===== src/misc_pipe_defines.svh =====
`ifndef MISC_PIPE_DEFINES_SVH
`define MISC_PIPE_DEFINES_SVH

// ========================================
// datapath widths
// ========================================

// integer data path
`define MP_DATA_W 32

// virtual address, pc and branch target
`define MP_ADDR_W 32

// csr number field of csrrd/csrwr/csrxchg
`define MP_CSR_ADDR_W 14

// ========================================
// out-of-order bookkeeping
// ========================================

`define MP_PREG_W 6 // physical register index
`define MP_ROB_W 5  // rob slot index

// ========================================
// stable counter
// ========================================

// rdcntvl/rdcntvh read the low and high halves
`define MP_TIMER_W 64

`endif


===== src/misc_pipe_pkg.sv =====
`default_nettype none

package misc_pipe_pkg;

  // ========================================
  // instruction class
  // ========================================

  typedef enum logic [1:0] {
    BR   = 2'd0, // conditional and unconditional branches
    PRIV = 2'd1, // csr access, ertn, idle
    MISC = 2'd2  // counter reads
  } instr_type_e;

  // ========================================
  // privileged ops
  // ========================================

  typedef enum logic [2:0] {
    CSR_READ  = 3'd0,
    CSR_WRITE = 3'd1,
    CSR_XCHG  = 3'd2, // masked write, old value returned
    ERTN      = 3'd3,
    IDLE      = 3'd4
  } priv_op_e;

  // ========================================
  // misc ops
  // ========================================

  typedef enum logic [1:0] {
    RDCNTVL = 2'd0, // counter bits 31:0
    RDCNTVH = 2'd1, // counter bits 63:32
    RDCNTID = 2'd2  // counter id
  } misc_op_e;

  // ========================================
  // branch ops
  // ========================================

  typedef enum logic [3:0] {
    BEQ  = 4'd0,
    BNE  = 4'd1,
    BLT  = 4'd2, // signed
    BGE  = 4'd3, // signed
    BLTU = 4'd4,
    BGEU = 4'd5,
    B    = 4'd6,
    BL   = 4'd7, // links pc + 4
    JIRL = 4'd8  // register indirect, links pc + 4
  } branch_op_e;

endpackage

`default_nettype wire


===== src/misc_pipe_ctrl.sv =====
`timescale 1ns/1ns
`default_nettype none

module misc_pipe_ctrl (
  input  wire  clk,
  input  wire  rst_n,
  input  wire  flush_i,
  input  wire  exe_valid_i,
  input  wire  wb_ready_i,
  output logic ready_o,
  output logic s1_load_o,
  output logic s2_load_o,
  output logic s1_valid_o,
  output logic wb_valid_o
);

  logic s1_valid;
  logic s2_valid;
  logic s1_ready;
  logic s2_ready;

  // ========================================
  // ready chain
  // ========================================

  always_comb begin
    s2_ready = ~s2_valid | wb_ready_i; // empty or draining
    s1_ready = ~s1_valid | s2_ready;
    ready_o = s1_ready;

    s1_load_o = exe_valid_i & s1_ready; // only on a real transfer
    s2_load_o = s2_ready; // bubbles move too, record we is gated
  end

  // ========================================
  // occupancy
  // ========================================

  always_ff @(posedge clk or negedge rst_n) begin
    if (!rst_n) begin
      s1_valid <= 1'b0;
      s2_valid <= 1'b0;
    end else if (flush_i) begin
      s1_valid <= 1'b0; // in-flight items dropped
      s2_valid <= 1'b0;
    end else begin
      if (s1_ready) begin
        s1_valid <= exe_valid_i;
      end
      if (s2_ready) begin
        s2_valid <= s1_valid;
      end
    end
  end

  assign s1_valid_o = s1_valid;
  assign wb_valid_o = s2_valid;

endmodule

`default_nettype wire


===== src/misc_stage_regs.sv =====
`timescale 1ns/1ns
`default_nettype none

`include "misc_pipe_defines.svh"

module misc_stage_regs (
  input  wire                                 clk,
  input  wire                                 rst_n,
  input  wire                                 s1_load_i,
  input  wire                                 s2_load_i,
  input  wire                                 s1_valid_i,
  // exe fields
  input  misc_pipe_pkg::instr_type_e          exe_instr_type_i,
  input  misc_pipe_pkg::priv_op_e             exe_priv_op_i,
  input  misc_pipe_pkg::misc_op_e             exe_misc_op_i,
  input  misc_pipe_pkg::branch_op_e           exe_branch_op_i,
  input  wire        [`MP_DATA_W-1:0]         exe_src0_i,
  input  wire        [`MP_DATA_W-1:0]         exe_src1_i,
  input  wire        [`MP_DATA_W-1:0]         exe_imm_i,
  input  wire        [`MP_ADDR_W-1:0]         exe_pc_i,
  input  wire        [`MP_ADDR_W-1:0]         exe_npc_i,
  input  wire                                 exe_pdest_valid_i,
  input  wire        [`MP_PREG_W-1:0]         exe_pdest_i,
  input  wire        [`MP_ROB_W-1:0]          exe_rob_idx_i,
  // side inputs, same cycle as exe
  input  wire        [`MP_DATA_W-1:0]         csr_rdata_i,
  input  wire        [`MP_TIMER_W-1:0]        timer_64_i,
  input  wire        [`MP_DATA_W-1:0]         timer_id_i,
  // stage-2 inputs from the units
  input  wire        [`MP_DATA_W-1:0]         wdata_i,
  input  wire                                 csr_we_i,
  input  wire        [`MP_CSR_ADDR_W-1:0]     csr_waddr_i,
  input  wire        [`MP_DATA_W-1:0]         csr_wdata_i,
  input  wire                                 ertn_i,
  input  wire                                 idle_i,
  input  wire                                 br_taken_i,
  input  wire                                 br_redirect_i,
  input  wire        [`MP_ADDR_W-1:0]         br_target_i,
  // stage-1 copy
  output misc_pipe_pkg::instr_type_e          s1_instr_type_o,
  output misc_pipe_pkg::priv_op_e             s1_priv_op_o,
  output misc_pipe_pkg::misc_op_e             s1_misc_op_o,
  output misc_pipe_pkg::branch_op_e           s1_branch_op_o,
  output logic       [`MP_DATA_W-1:0]         s1_src0_o,
  output logic       [`MP_DATA_W-1:0]         s1_src1_o,
  output logic       [`MP_DATA_W-1:0]         s1_imm_o,
  output logic       [`MP_ADDR_W-1:0]         s1_pc_o,
  output logic       [`MP_ADDR_W-1:0]         s1_npc_o,
  output logic       [`MP_DATA_W-1:0]         s1_csr_rdata_o,
  output logic       [`MP_TIMER_W-1:0]        s1_timer_64_o,
  output logic       [`MP_DATA_W-1:0]         s1_timer_id_o,
  // write-back record
  output logic                                wb_we_o,
  output logic       [`MP_DATA_W-1:0]         wb_wdata_o,
  output logic       [`MP_PREG_W-1:0]         wb_pdest_o,
  output logic       [`MP_ROB_W-1:0]          wb_rob_idx_o,
  output logic                                wb_csr_we_o,
  output logic       [`MP_CSR_ADDR_W-1:0]     wb_csr_waddr_o,
  output logic       [`MP_DATA_W-1:0]         wb_csr_wdata_o,
  output logic                                wb_br_taken_o,
  output logic                                wb_br_redirect_o,
  output logic       [`MP_ADDR_W-1:0]         wb_br_target_o,
  output logic                                wb_ertn_o,
  output logic                                wb_idle_o
);

  logic                  s1_pdest_valid;
  logic [`MP_PREG_W-1:0] s1_pdest;
  logic [`MP_ROB_W-1:0]  s1_rob_idx;

  // ========================================
  // stage 1
  // ========================================

  always_ff @(posedge clk) begin
    if (s1_load_i) begin
      s1_instr_type_o <= exe_instr_type_i;
      s1_priv_op_o <= exe_priv_op_i;
      s1_misc_op_o <= exe_misc_op_i;
      s1_branch_op_o <= exe_branch_op_i;
      s1_src0_o <= exe_src0_i;
      s1_src1_o <= exe_src1_i;
      s1_imm_o <= exe_imm_i;
      s1_pc_o <= exe_pc_i;
      s1_npc_o <= exe_npc_i;
      s1_pdest_valid <= exe_pdest_valid_i;
      s1_pdest <= exe_pdest_i;
      s1_rob_idx <= exe_rob_idx_i;
      s1_csr_rdata_o <= csr_rdata_i; // sampled with exe
      s1_timer_64_o <= timer_64_i;
      s1_timer_id_o <= timer_id_i;
    end
  end

  // ========================================
  // stage 2
  // ========================================

  // strobes seen by commit
  always_ff @(posedge clk or negedge rst_n) begin
    if (!rst_n) begin
      wb_we_o <= 1'b0;
      wb_csr_we_o <= 1'b0;
      wb_br_taken_o <= 1'b0;
      wb_br_redirect_o <= 1'b0;
      wb_ertn_o <= 1'b0;
      wb_idle_o <= 1'b0;
    end else if (s2_load_i) begin
      wb_we_o <= s1_pdest_valid & s1_valid_i; // bubble never writes
      wb_csr_we_o <= csr_we_i;
      wb_br_taken_o <= br_taken_i;
      wb_br_redirect_o <= br_redirect_i;
      wb_ertn_o <= ertn_i;
      wb_idle_o <= idle_i;
    end
  end

  // payload
  always_ff @(posedge clk) begin
    if (s2_load_i) begin
      wb_wdata_o <= wdata_i;
      wb_pdest_o <= s1_pdest;
      wb_rob_idx_o <= s1_rob_idx;
      wb_csr_waddr_o <= csr_waddr_i;
      wb_csr_wdata_o <= csr_wdata_i;
      wb_br_target_o <= br_target_i;
    end
  end

endmodule

`default_nettype wire


===== src/branch_unit.sv =====
`timescale 1ns/1ns
`default_nettype none

`include "misc_pipe_defines.svh"

module branch_unit (
  input  wire                       valid_i,
  input  misc_pipe_pkg::branch_op_e branch_op_i,
  input  wire  [`MP_ADDR_W-1:0]     pc_i,
  input  wire  [`MP_ADDR_W-1:0]     npc_i,  // predicted next pc
  input  wire  [`MP_DATA_W-1:0]     imm_i,
  input  wire  [`MP_DATA_W-1:0]     src0_i,
  input  wire  [`MP_DATA_W-1:0]     src1_i,
  output logic                      taken_o,
  output logic                      redirect_o,
  output logic [`MP_ADDR_W-1:0]     target_o
);

  logic                  eq;
  logic                  lt_s;
  logic                  lt_u;
  logic [`MP_ADDR_W-1:0] next_pc;

  // ========================================
  // condition
  // ========================================

  always_comb begin
    eq = src0_i == src1_i;
    lt_s = $signed(src0_i) < $signed(src1_i);
    lt_u = src0_i < src1_i;

    case (branch_op_i)
      misc_pipe_pkg::BEQ:  taken_o = eq;
      misc_pipe_pkg::BNE:  taken_o = ~eq;
      misc_pipe_pkg::BLT:  taken_o = lt_s;
      misc_pipe_pkg::BGE:  taken_o = ~lt_s;
      misc_pipe_pkg::BLTU: taken_o = lt_u;
      misc_pipe_pkg::BGEU: taken_o = ~lt_u;
      misc_pipe_pkg::B,
      misc_pipe_pkg::BL,
      misc_pipe_pkg::JIRL: taken_o = 1'b1; // unconditional
      default:             taken_o = 1'b0;
    endcase
  end

  // ========================================
  // target and redirect
  // ========================================

  always_comb begin
    if (branch_op_i == misc_pipe_pkg::JIRL) begin
      target_o = src0_i + imm_i; // register base
    end else begin
      target_o = pc_i + imm_i;
    end

    next_pc = taken_o ? target_o : pc_i + `MP_ADDR_W'd4;

    // frontend guessed wrong
    redirect_o = valid_i & (next_pc != npc_i);
  end

endmodule

`default_nettype wire


===== src/misc_result_unit.sv =====
`timescale 1ns/1ns
`default_nettype none

`include "misc_pipe_defines.svh"

module misc_result_unit (
  input  misc_pipe_pkg::instr_type_e  instr_type_i,
  input  misc_pipe_pkg::priv_op_e     priv_op_i,
  input  misc_pipe_pkg::misc_op_e     misc_op_i,
  input  wire  [`MP_ADDR_W-1:0]       pc_i,
  input  wire  [`MP_DATA_W-1:0]       src0_i,
  input  wire  [`MP_DATA_W-1:0]       src1_i,   // xchg mask
  input  wire  [`MP_DATA_W-1:0]       imm_i,
  input  wire  [`MP_DATA_W-1:0]       csr_rdata_i,
  input  wire  [`MP_TIMER_W-1:0]      timer_64_i,
  input  wire  [`MP_DATA_W-1:0]       timer_id_i,
  output logic [`MP_DATA_W-1:0]       wdata_o,
  output logic                        csr_we_o,
  output logic [`MP_CSR_ADDR_W-1:0]   csr_waddr_o,
  output logic [`MP_DATA_W-1:0]       csr_wdata_o,
  output logic                        ertn_o,
  output logic                        idle_o
);

  logic is_priv;

  // ========================================
  // write-back data
  // ========================================

  always_comb begin
    wdata_o = '0;
    case (instr_type_i)
      misc_pipe_pkg::BR:   wdata_o = pc_i + `MP_ADDR_W'd4; // link value
      misc_pipe_pkg::PRIV: wdata_o = csr_rdata_i; // old csr value
      misc_pipe_pkg::MISC: begin
        case (misc_op_i)
          misc_pipe_pkg::RDCNTVL: wdata_o = timer_64_i[`MP_DATA_W-1:0];
          misc_pipe_pkg::RDCNTVH: wdata_o = timer_64_i[`MP_TIMER_W-1:`MP_DATA_W];
          misc_pipe_pkg::RDCNTID: wdata_o = timer_id_i;
          default:                wdata_o = '0;
        endcase
      end
      default: wdata_o = '0;
    endcase
  end

  // ========================================
  // csr write and privileged strobes
  // ========================================

  always_comb begin
    is_priv = instr_type_i == misc_pipe_pkg::PRIV;

    csr_we_o = is_priv & (priv_op_i == misc_pipe_pkg::CSR_WRITE |
                          priv_op_i == misc_pipe_pkg::CSR_XCHG);
    csr_waddr_o = imm_i[`MP_CSR_ADDR_W-1:0];

    if (priv_op_i == misc_pipe_pkg::CSR_XCHG) begin
      csr_wdata_o = (src0_i & src1_i) | (csr_rdata_i & ~src1_i); // masked merge
    end else begin
      csr_wdata_o = src0_i;
    end

    ertn_o = is_priv & (priv_op_i == misc_pipe_pkg::ERTN);
    idle_o = is_priv & (priv_op_i == misc_pipe_pkg::IDLE);
  end

endmodule

`default_nettype wire


===== src/misc_pipe_top.sv =====
`timescale 1ns/1ns
`default_nettype none

`include "misc_pipe_defines.svh"

module misc_pipe_top (
  input  wire                             clk,
  input  wire                             rst_n,
  input  wire                             flush_i,
  // exe side
  input  wire                             exe_valid_i,
  output logic                            ready_o,
  input  misc_pipe_pkg::instr_type_e      exe_instr_type_i,
  input  misc_pipe_pkg::priv_op_e         exe_priv_op_i,
  input  misc_pipe_pkg::misc_op_e         exe_misc_op_i,
  input  misc_pipe_pkg::branch_op_e       exe_branch_op_i,
  input  wire  [`MP_DATA_W-1:0]           exe_src0_i,
  input  wire  [`MP_DATA_W-1:0]           exe_src1_i,
  input  wire  [`MP_DATA_W-1:0]           exe_imm_i,
  input  wire  [`MP_ADDR_W-1:0]           exe_pc_i,
  input  wire  [`MP_ADDR_W-1:0]           exe_npc_i,
  input  wire                             exe_pdest_valid_i,
  input  wire  [`MP_PREG_W-1:0]           exe_pdest_i,
  input  wire  [`MP_ROB_W-1:0]            exe_rob_idx_i,
  input  wire  [`MP_DATA_W-1:0]           csr_rdata_i,
  input  wire  [`MP_TIMER_W-1:0]          timer_64_i,
  input  wire  [`MP_DATA_W-1:0]           timer_id_i,
  // commit side
  output logic                            wb_valid_o,
  input  wire                             wb_ready_i,
  output logic                            wb_we_o,
  output logic [`MP_DATA_W-1:0]           wb_wdata_o,
  output logic [`MP_PREG_W-1:0]           wb_pdest_o,
  output logic [`MP_ROB_W-1:0]            wb_rob_idx_o,
  output logic                            wb_csr_we_o,
  output logic [`MP_CSR_ADDR_W-1:0]       wb_csr_waddr_o,
  output logic [`MP_DATA_W-1:0]           wb_csr_wdata_o,
  output logic                            wb_br_taken_o,
  output logic                            wb_br_redirect_o,
  output logic [`MP_ADDR_W-1:0]           wb_br_target_o,
  output logic                            wb_ertn_o,
  output logic                            wb_idle_o
);

  // ========================================
  // stage-1 view
  // ========================================

  logic                       s1_load;
  logic                       s2_load;
  logic                       s1_valid;
  misc_pipe_pkg::instr_type_e s1_instr_type;
  misc_pipe_pkg::priv_op_e    s1_priv_op;
  misc_pipe_pkg::misc_op_e    s1_misc_op;
  misc_pipe_pkg::branch_op_e  s1_branch_op;
  logic [`MP_DATA_W-1:0]      s1_src0;
  logic [`MP_DATA_W-1:0]      s1_src1;
  logic [`MP_DATA_W-1:0]      s1_imm;
  logic [`MP_ADDR_W-1:0]      s1_pc;
  logic [`MP_ADDR_W-1:0]      s1_npc;
  logic [`MP_DATA_W-1:0]      s1_csr_rdata;
  logic [`MP_TIMER_W-1:0]     s1_timer_64;
  logic [`MP_DATA_W-1:0]      s1_timer_id;

  // unit results into stage 2
  logic                       br_valid;
  logic                       br_taken;
  logic                       br_redirect;
  logic [`MP_ADDR_W-1:0]      br_target;
  logic [`MP_DATA_W-1:0]      wdata;
  logic                       csr_we;
  logic [`MP_CSR_ADDR_W-1:0]  csr_waddr;
  logic [`MP_DATA_W-1:0]      csr_wdata;
  logic                       ertn;
  logic                       idle;

  assign br_valid = s1_valid & (s1_instr_type == misc_pipe_pkg::BR); // only real branches

  misc_pipe_ctrl misc_pipe_ctrl_inst (
    .clk         (clk),
    .rst_n       (rst_n),
    .flush_i     (flush_i),
    .exe_valid_i (exe_valid_i),
    .wb_ready_i  (wb_ready_i),
    .ready_o     (ready_o),
    .s1_load_o   (s1_load),
    .s2_load_o   (s2_load),
    .s1_valid_o  (s1_valid),
    .wb_valid_o  (wb_valid_o)
  );

  misc_stage_regs misc_stage_regs_inst (
    .clk               (clk),
    .rst_n             (rst_n),
    .s1_load_i         (s1_load),
    .s2_load_i         (s2_load),
    .s1_valid_i        (s1_valid),
    .exe_instr_type_i  (exe_instr_type_i),
    .exe_priv_op_i     (exe_priv_op_i),
    .exe_misc_op_i     (exe_misc_op_i),
    .exe_branch_op_i   (exe_branch_op_i),
    .exe_src0_i        (exe_src0_i),
    .exe_src1_i        (exe_src1_i),
    .exe_imm_i         (exe_imm_i),
    .exe_pc_i          (exe_pc_i),
    .exe_npc_i         (exe_npc_i),
    .exe_pdest_valid_i (exe_pdest_valid_i),
    .exe_pdest_i       (exe_pdest_i),
    .exe_rob_idx_i     (exe_rob_idx_i),
    .csr_rdata_i       (csr_rdata_i),
    .timer_64_i        (timer_64_i),
    .timer_id_i        (timer_id_i),
    .wdata_i           (wdata),
    .csr_we_i          (csr_we),
    .csr_waddr_i       (csr_waddr),
    .csr_wdata_i       (csr_wdata),
    .ertn_i            (ertn),
    .idle_i            (idle),
    .br_taken_i        (br_taken),
    .br_redirect_i     (br_redirect),
    .br_target_i       (br_target),
    .s1_instr_type_o   (s1_instr_type),
    .s1_priv_op_o      (s1_priv_op),
    .s1_misc_op_o      (s1_misc_op),
    .s1_branch_op_o    (s1_branch_op),
    .s1_src0_o         (s1_src0),
    .s1_src1_o         (s1_src1),
    .s1_imm_o          (s1_imm),
    .s1_pc_o           (s1_pc),
    .s1_npc_o          (s1_npc),
    .s1_csr_rdata_o    (s1_csr_rdata),
    .s1_timer_64_o     (s1_timer_64),
    .s1_timer_id_o     (s1_timer_id),
    .wb_we_o           (wb_we_o),
    .wb_wdata_o        (wb_wdata_o),
    .wb_pdest_o        (wb_pdest_o),
    .wb_rob_idx_o      (wb_rob_idx_o),
    .wb_csr_we_o       (wb_csr_we_o),
    .wb_csr_waddr_o    (wb_csr_waddr_o),
    .wb_csr_wdata_o    (wb_csr_wdata_o),
    .wb_br_taken_o     (wb_br_taken_o),
    .wb_br_redirect_o  (wb_br_redirect_o),
    .wb_br_target_o    (wb_br_target_o),
    .wb_ertn_o         (wb_ertn_o),
    .wb_idle_o         (wb_idle_o)
  );

  branch_unit branch_unit_inst (
    .valid_i     (br_valid),
    .branch_op_i (s1_branch_op),
    .pc_i        (s1_pc),
    .npc_i       (s1_npc),
    .imm_i       (s1_imm),
    .src0_i      (s1_src0),
    .src1_i      (s1_src1),
    .taken_o     (br_taken),
    .redirect_o  (br_redirect),
    .target_o    (br_target)
  );

  misc_result_unit misc_result_unit_inst (
    .instr_type_i (s1_instr_type),
    .priv_op_i    (s1_priv_op),
    .misc_op_i    (s1_misc_op),
    .pc_i         (s1_pc),
    .src0_i       (s1_src0),
    .src1_i       (s1_src1),
    .imm_i        (s1_imm),
    .csr_rdata_i  (s1_csr_rdata),
    .timer_64_i   (s1_timer_64),
    .timer_id_i   (s1_timer_id),
    .wdata_o      (wdata),
    .csr_we_o     (csr_we),
    .csr_waddr_o  (csr_waddr),
    .csr_wdata_o  (csr_wdata),
    .ertn_o       (ertn),
    .idle_o       (idle)
  );

endmodule

`default_nettype wire


===== config.mk =====
export PLATFORM = sky130hd
export DESIGN_NAME = misc_pipe_top
export DESIGN_NICKNAME = d
export VERILOG_FILES = /design/src/misc_pipe_pkg.sv /design/src/misc_pipe_ctrl.sv /design/src/misc_stage_regs.sv /design/src/branch_unit.sv /design/src/misc_result_unit.sv /design/src/misc_pipe_top.sv
export VERILOG_INCLUDE_DIRS = /design/src
export SDC_FILE = /design/constraint.sdc
export NUM_CORES = 1
export LEC_CHECK = 0
export BUFFER_PORTS_ARGS = -buffer_cell sky130_fd_sc_hd__buf_4
export CAP_MARGIN = 30
export CORE_UTILIZATION = 50
export CTS_BUF_LIST = sky130_fd_sc_hd__clkbuf_2 sky130_fd_sc_hd__clkbuf_4 sky130_fd_sc_hd__clkbuf_8
export CTS_CLUSTER_DIAMETER = 150
export DETAILED_ROUTE_END_ITERATION = 8
export GPL_ROUTABILITY_DRIVEN = 0
export PLACE_DENSITY = 0.71
export RECOVER_POWER = 100
export SETUP_SLACK_MARGIN = 0.1
export SYNTH_ARGS = -nofsm -noshare
export SYNTH_HDL_FRONTEND = slang
export SYNTH_HIERARCHICAL = 1
export SYNTH_SLANG_ARGS = --single-unit

===== constraint.sdc =====
create_clock -name clk -period 15.2 [get_ports clk]
set_input_delay 2.28 -clock clk [delete_from_list [all_inputs] [get_ports clk]]
set_output_delay 2.28 -clock clk [all_outputs]
set_load 0.05 [all_outputs]

==> out/summary.txt, run 1 <==
Avg Cell Area, Syn: 13.91 um^2
Global-route wire length before repair: 87.06 mm
Clock power share: 0.337
Leak pwr: 9.719 nW
Crit path kind: in2reg
Cells after synthesis: 1473
Worst-path clk slew: 60 ps
Sw Ratio: 0.2984
Tmin final: 8408 ps
Status: finished, violations left
Num CTS Buffers: 74
Detailed Place HPWL: 44.94 mm
CTS resizes: 0
RSZ-0062 raised after global routing: false
Ys async rst share: 0.01818
Max Clock Freq: 118.9 MHz
Setup TNS: 0 ps
CP top delay family: simple AND/OR/NAND/NOR gates
Cell Chain, Critical Path: clkbuf_4, nand3b_1, and2_0, clkbuf_1
Clock Latency Late Sink: 670 ps
CP max FO: 74
CORE AREA: 0.04010 mm^2
Dominant synthesized flop cell: edfxtp_1
Simple-Gate Fraction of Synth Area: 0.08914
Routed WL: 60.35 mm
TritonCTS clock tree: done
Die extent in x: 204.4 um
Vias: 14570
Peak supply drop: 0.08254 mV
Share of the yosys chip area belonging to registers: 0.6428
Total grt overflow: 0
Clk_skew: 43.37 ps
Layer with the highest usage: met2
Met2 usage in global routing: 0.4556
Number of synthesized flops with an enable pin: 432
Final period utilization: 0.5531
Mapped Area: 0.02049 mm^2
Max Slew Vio Count: 307
Setup violations, final: 0
Power per cell area: 124.3 mW/mm^2
# DRC: 0
Layout area overhead: 22.71%
Met1 Resource Use GR: 0.3744
Hold WS: 416.5 ps
Synthesized Nets: 1855
Commonest non-fill, non-tap cells in the layout: edfxtp_1, clkbuf_4, clkbuf_1
Most common cell after layout, fill and taps aside: edfxtp_1
Adder-Cell Fraction of Synth Area: 0.04066
CP Capture Type: flop
Final Hold Fails: 0
Die H: 204.4 um
Core Rows: 73
CP max-delay cell: and2_0
DRT antenna net count: 0
Reg power frac: 0.486
Nature of the critical path startpoint: primary input
Global Route met3 Usage: 0.06999
H-tree depth: 3
Synth Area in Compound Gates: 0.09702
Internal: 2.194 mW
Largest family of logic cells by synthesized area: compound AO/OA/AOI/OAI gates
Post-Synth XOR/XNOR Area: 0.04329
CTS max path bufs: 3
GR Util All Layers: 0.2864
Synth warnings: 6
Synth unique cells: 87
DIE AREA: 0.04180 mm^2
Post-CTS setup buffer count: 0
Initial antenna violation count: 9
Vias in the first global route: 14454
Part of the power in combinational logic: 0.177
Failing checks: capacitance limit, slew limit
Power consumption: 3.127 mW
WP data required: 15370 ps
Port bufs: 444
Proportion of layout cells with a drive suffix above 1: 0.2533
Worst path max stage delay: 3400 ps
Max cap viols: 5
Initial DRC Count: 1309
Net Sw Power: 933.0 uW
TritonCTS sink count: 440
Routed len/inst: 23.91 um
Hold buffer count at cts: 0
Buf+Inv Stages, Crit Path: 2
Slew headroom: -2.193
Starting density of the core: 0.5111
Root buf cell: clkbuf_8
Post-synthesis mux area share: 0.05807
Slew @ Worst Pin: 4786 ps
Fin nets: 2323
Largest net degree at the start of global routing: 177
Io pins: 445
Crit path DAT: 8580 ps
Worst min path class: reg2reg
Register bit total from synthesis: 440
DR pass1 iterations: 6
Via density: 5.773
-- logic make-up after synthesis --
kind of cell | after synthesis
flops | 440
fa+ha+maj | 66
buf+inv | 133
xor+xnor | 95
compound gates | 281
simple gates | 349
mux | 109
-- flip-flops by register name (all words and copies together), names as in the netlist, 6 cells and up --
register	flops
misc_stage_regs_inst/s1_csr_rdata_o	32
misc_stage_regs_inst/s1_imm_o	32
misc_stage_regs_inst/s1_npc_o	32
misc_stage_regs_inst/s1_pc_o	32
misc_stage_regs_inst/s1_pdest	6
misc_stage_regs_inst/s1_src0_o	32
misc_stage_regs_inst/s1_src1_o	32
misc_stage_regs_inst/s1_timer_64_o	64
misc_stage_regs_inst/s1_timer_id_o	32
misc_stage_regs_inst/wb_br_target_o	32
misc_stage_regs_inst/wb_csr_waddr_o	14
misc_stage_regs_inst/wb_csr_wdata_o	32
misc_stage_regs_inst/wb_pdest_o	6
misc_stage_regs_inst/wb_wdata_o	32
-- per-stage QoR --
stage          instances    util  area, um^2  worst slack [ps]
6_report            2524  0.6271       25150              6792
4_1_cts             2518  0.6423       25760             10010
3_5_place_dp        2389  0.6060       24300             10010
5_1_grt             2523  0.6271       25140              6168
2_1_floorplan       1473       -       20490              4651
3_3_place_gp        2387  0.6052       24270             10120
-- cell usage after synthesis (7+ instances only) --
master	count	area (um^2)
nor4_1	12	75.07
edfxtp_1	432	12970
a22oi_1	18	135.1
a21oi_1	62	310.3
mux2i_1	45	450.4
buf_2	7	35.03
nand3_1	48	240.2
nor2_1	93	349.1
a21o_1	16	120.1
nand4_1	24	150.1
or4_1	9	67.56
dfrtp_1	8	200.2
o211ai_1	18	135.1
mux2_2	59	664.4
xor2_1	29	254.0
buf_4	15	112.6
and2_1	11	68.82
o21a_1	7	52.55
o21ai_0	39	195.2
xnor2_1	62	543.0
or2_2	9	56.30
inv_1	69	259.0
a31oi_1	12	75.07
ha_1	65	813.3
clkbuf_1	36	135.1
nand2_1	62	232.7
o22ai_1	14	87.58
and3_1	20	125.1
and4_1	7	61.31
nor3_1	15	75.07
o2bb2ai_1	17	148.9
-- power by group through the flow --
stage	Sequential (mW)	Combinational (mW)	Clock, mW
after floorplan	1.69	0.226	0
after CTS	1.52	0.599	1.07
after global placement	1.54	0.587	0
final	1.52	0.554	1.05
after detailed placement	1.54	0.596	0
after global routing	1.53	0.587	1.12
-- path summary, 6_finish.rpt --
check | start | end | slack, ps | depth (start not counted)
max in group asynchronous | rst_n | misc_stage_regs_inst/wb_br_taken_o | 12870 | 1
worst min-delay path | misc_stage_regs_inst/s1_pdest[1] | misc_stage_regs_inst/wb_pdest_o[1] | 420 | 0
worst max-delay path | wb_ready_i | misc_stage_regs_inst/s1_imm_o[8] | 6790 | 4
min in group asynchronous | rst_n | misc_stage_regs_inst/wb_br_redirect_o | 1720 | 1
worst min register to register | misc_stage_regs_inst/s1_pdest[1] | misc_stage_regs_inst/wb_pdest_o[1] | 420 | 0
worst max register to register | misc_pipe_ctrl_inst/s1_valid_o | misc_stage_regs_inst/s1_imm_o[8] | 8070 | 3
-- layout make-up --
type                       count  area (um^2)
antenna                        5        12.51
fill                        3146        14950
inverter                      69        259.0
multi-input combinational    900         6693
sequential                   440        13170
timing repair buffer         456         2895
clock buffer                 100         1220
clock inverter                29        237.7
tap                          525        656.9
-- routing by layer --
metal | part of all wire | up-vias | wire length (um)
met5 | 0.00081 | - | 49
met4 | 0.038 | 6 | 2292
met3 | 0.093 | 153 | 5601
met2 | 0.47 | 760 | 28500
met1 | 0.40 | 7011 | 23900
li1 | - | 6640 | -
No activity file was read; power rests on OpenSTA's default activity.
==> inputs of run 2 (changes only) <==
ABC_AREA = 1   (was unset)
PLACE_DENSITY = 0.74   (was 0.71)
clock period = 7.6 ns   (was 15.2 ns; I/O delays follow)
==> run 2 against run 1 <==
- the flow still finishes with violations (capacitance limit, slew limit)
- power is 98% higher
- cell count is 23% higher
- critical path depth is 3 higher
- critical path type unchanged
==> out/summary.txt, run 2 <==
Status: finished, violations left
Failing checks: capacitance limit, slew limit
Max FFs per register: 64
Fin nets: 2886
Vias in the first global route: 16169
Initial DRC Count: 1543
CP Capture Type: flop
Worst reg2reg path endpoint: misc_stage_regs_inst/s1_timer_64_o[35]
Internal: 4.313 mW
Die H: 207.8 um
Die extent in x: 207.8 um
Detailed Place HPWL: 46.81 mm
Nature of the critical path startpoint: primary input
Ys async rst share: 0.01818
Max Slew Vio Count: 503
# DRC: 0
Power per cell area: 239.3 mW/mm^2
Tmin final: 5743 ps
Synth area leader: edfxtp_1
Synth warnings: 6
Most common cell after layout, fill and taps aside: nand2_1
Share of the yosys chip area belonging to registers: 0.6219
GR Util All Layers: 0.2838
Routed len/inst: 19.70 um
Area contributors post-synth: edfxtp_1, nand2_1, inv_1
Net Sw Power: 1.867 mW
Clock power share: 0.333
Initial antenna violation count: 15
Proportion of layout cells with a drive suffix above 1: 0.1850
Leak pwr: 11.04 nW
Placed Area: 0.02500 mm^2
Hold buffer count at cts: 0
Clock Latency Late Sink: 670 ps
Mapped Area: 0.02118 mm^2
Synthesized Nets: 2406
Core Rows: 75
Most frequent cells after synthesis: nand2_1, edfxtp_1, inv_1, nor2_1, nand3_1
Port bufs: 444
Vias: 16592
Worst min path class: in2async
DRT antenna net count: 0
Number of synthesized flops with an enable pin: 432
RR Startpoint: misc_pipe_ctrl_inst/s1_valid_o
DIE AREA: 0.04319 mm^2
Synth top area share: 0.6125
R2R depth: 5
Commonest non-fill, non-tap cells in the layout: nand2_1, edfxtp_1, clkbuf_4
Setup violations, final: 0
Root buf cell: clkbuf_8
Worst-path clk slew: 60 ps
Final Hold Fails: 0
CTS max path bufs: 3
Avg Cell Area, Syn: 10.46 um^2
Layout area overhead: 21.95%
Max Clock Freq: 174.1 MHz
Setup TNS: 0 ps
Reg power frac: 0.488
Cells after synthesis: 2024
CTS resizes: 0
Reg2reg setup slack: 2030 ps
TritonCTS clock tree: done
DR pass1 iterations: 8
CORE AREA: 0.04185 mm^2
Slew @ Worst Pin: 4198 ps
Peak supply drop: 0.2290 mV
Register bit total from synthesis: 440
Crit path kind: in2reg
CP max FO: 76
Crit path DAT: 5900 ps
RSZ-0062 raised after global routing: false
Largest net degree at the start of global routing: 138
Most common cell in the synthesized netlist: nand2_1
Via density: 5.338
Dominant synthesized flop cell: edfxtp_1
Largest Register: misc_stage_regs_inst/s1_timer_64_o
Total grt overflow: 0
H-tree depth: 3
Final period utilization: 0.7556
Routed WL: 61.24 mm
TritonCTS sink count: 440
WP data required: 7760 ps
Starting density of the core: 0.5061
Final Cell Area: 0.02583 mm^2
Global-route wire length before repair: 91.60 mm
Sw Ratio: 0.3021
Max cap viols: 8
Part of the power in combinational logic: 0.179
Synth unique cells: 46
Io pins: 445
Post-CTS setup buffer count: 0
Slew headroom: -1.799
Clk_skew: 44.39 ps
Num CTS Buffers: 74
-- run 2: changes by cell type in the layout (fill, tap and decap cells not counted), moves of 22 or more --
| cell | before | now |
|---|---|---|
| nor2_1 | 93 | 163 |
| inv_1 | 69 | 225 |
| nand3_1 | 48 | 122 |
| mux2_2 | 58 | 19 |
| xnor2_1 | 62 | 4 |
| nand2_1 | 62 | 571 |
| nand4_1 | 24 | 46 |
| mux2i_1 | 45 | 0 |
-- run 2: worst max path at each step --
stage                                           startpoint                                      to  slack (ps)
floorplan                                       wb_ready_i  misc_stage_regs_inst/s1_branch_op_o[0]         680
global placement        misc_stage_regs_inst/s1_src0_o[31]   misc_stage_regs_inst/wb_br_redirect_o        3060
detailed placement  misc_stage_regs_inst/s1_branch_op_o[1]   misc_stage_regs_inst/wb_br_redirect_o        2960
CTS                 misc_stage_regs_inst/s1_branch_op_o[1]   misc_stage_regs_inst/wb_br_redirect_o        2940
global route                                    wb_ready_i  misc_stage_regs_inst/s1_timer_64_o[40]        1450
finish                                          wb_ready_i  misc_stage_regs_inst/s1_timer_64_o[35]        1860
-- run 2: per-layer routing --
metal / vias up / GRT usage / routed length, um
li1: 7872 / - / -
met1: 7790 / 0.3568 / 24390
met2: 776 / 0.4609 / 28930
met3: 146 / 0.07943 / 5483
met4: 8 / 0.1208 / 2386
met5: - / 0 / 53
-- run 2: area by class of cell --
cell class / count / area (um^2)
inverter: 231 / 868.3
clock inverter: 34 / 239.0
antenna: 12 / 30.03
timing repair buffer: 455 / 2831
fill: 3502 / 16020
clock buffer: 95 / 1189
tap: 539 / 674.4
sequential: 440 / 13170
multi-input combinational: 1302 / 6824
-- run 2: kinds of logic (layout without fill, tap and decap cells) --
kind of cell / Yosys count / after routing / share of synthesized area
compound gates: 168 / 168 / 0.04608
xor+xnor: 53 / 53 / 0.02192
fa+ha+maj: 66 / 66 / 0.03934
buf+inv: 282 / 815 / 0.05517
flops: 440 / 440 / 0.6219
mux: 25 / 25 / 0.01329
other cells: 0 / 12 / 0
simple gates: 990 / 990 / 0.2023
-- run 2: worst max-delay path, stage by stage --
cell        delay, ps
clkbuf_4          100
inv_1              50
nand3_1           100
nand2_1            90
clkinvlp_2       1020
clkbuf_1          350
clkbuf_1         2970
-- run 2: per-stage QoR --
stage / utilization / setup slack [ps] / hold slack (ps) / instances / total power [mW]
after floorplan: - / 676.1 / 400.3 / 2024 / 3.798
after global placement: 0.5972 / 3064 / 402.5 / 2966 / 4.221
after detailed placement: 0.5972 / 2963 / 407.0 / 2966 / 4.247
after CTS: 0.6313 / 2936 / 267.6 / 3095 / 6.303
after global routing: 0.6171 / 1450 / 427.3 / 3107 / 6.437
final: 0.6171 / 1857 / 419.4 / 3108 / 6.180
-- run 2: power by group through the flow --
stage | combinational, mW | clock [mW] | sequential, mW
global route | 1.19 | 2.21 | 3.03
detailed placement | 1.19 | 0 | 3.06
global placement | 1.17 | 0 | 3.05
CTS | 1.19 | 2.10 | 3.01
finish | 1.11 | 2.06 | 3.02
floorplan | 0.448 | 0 | 3.35
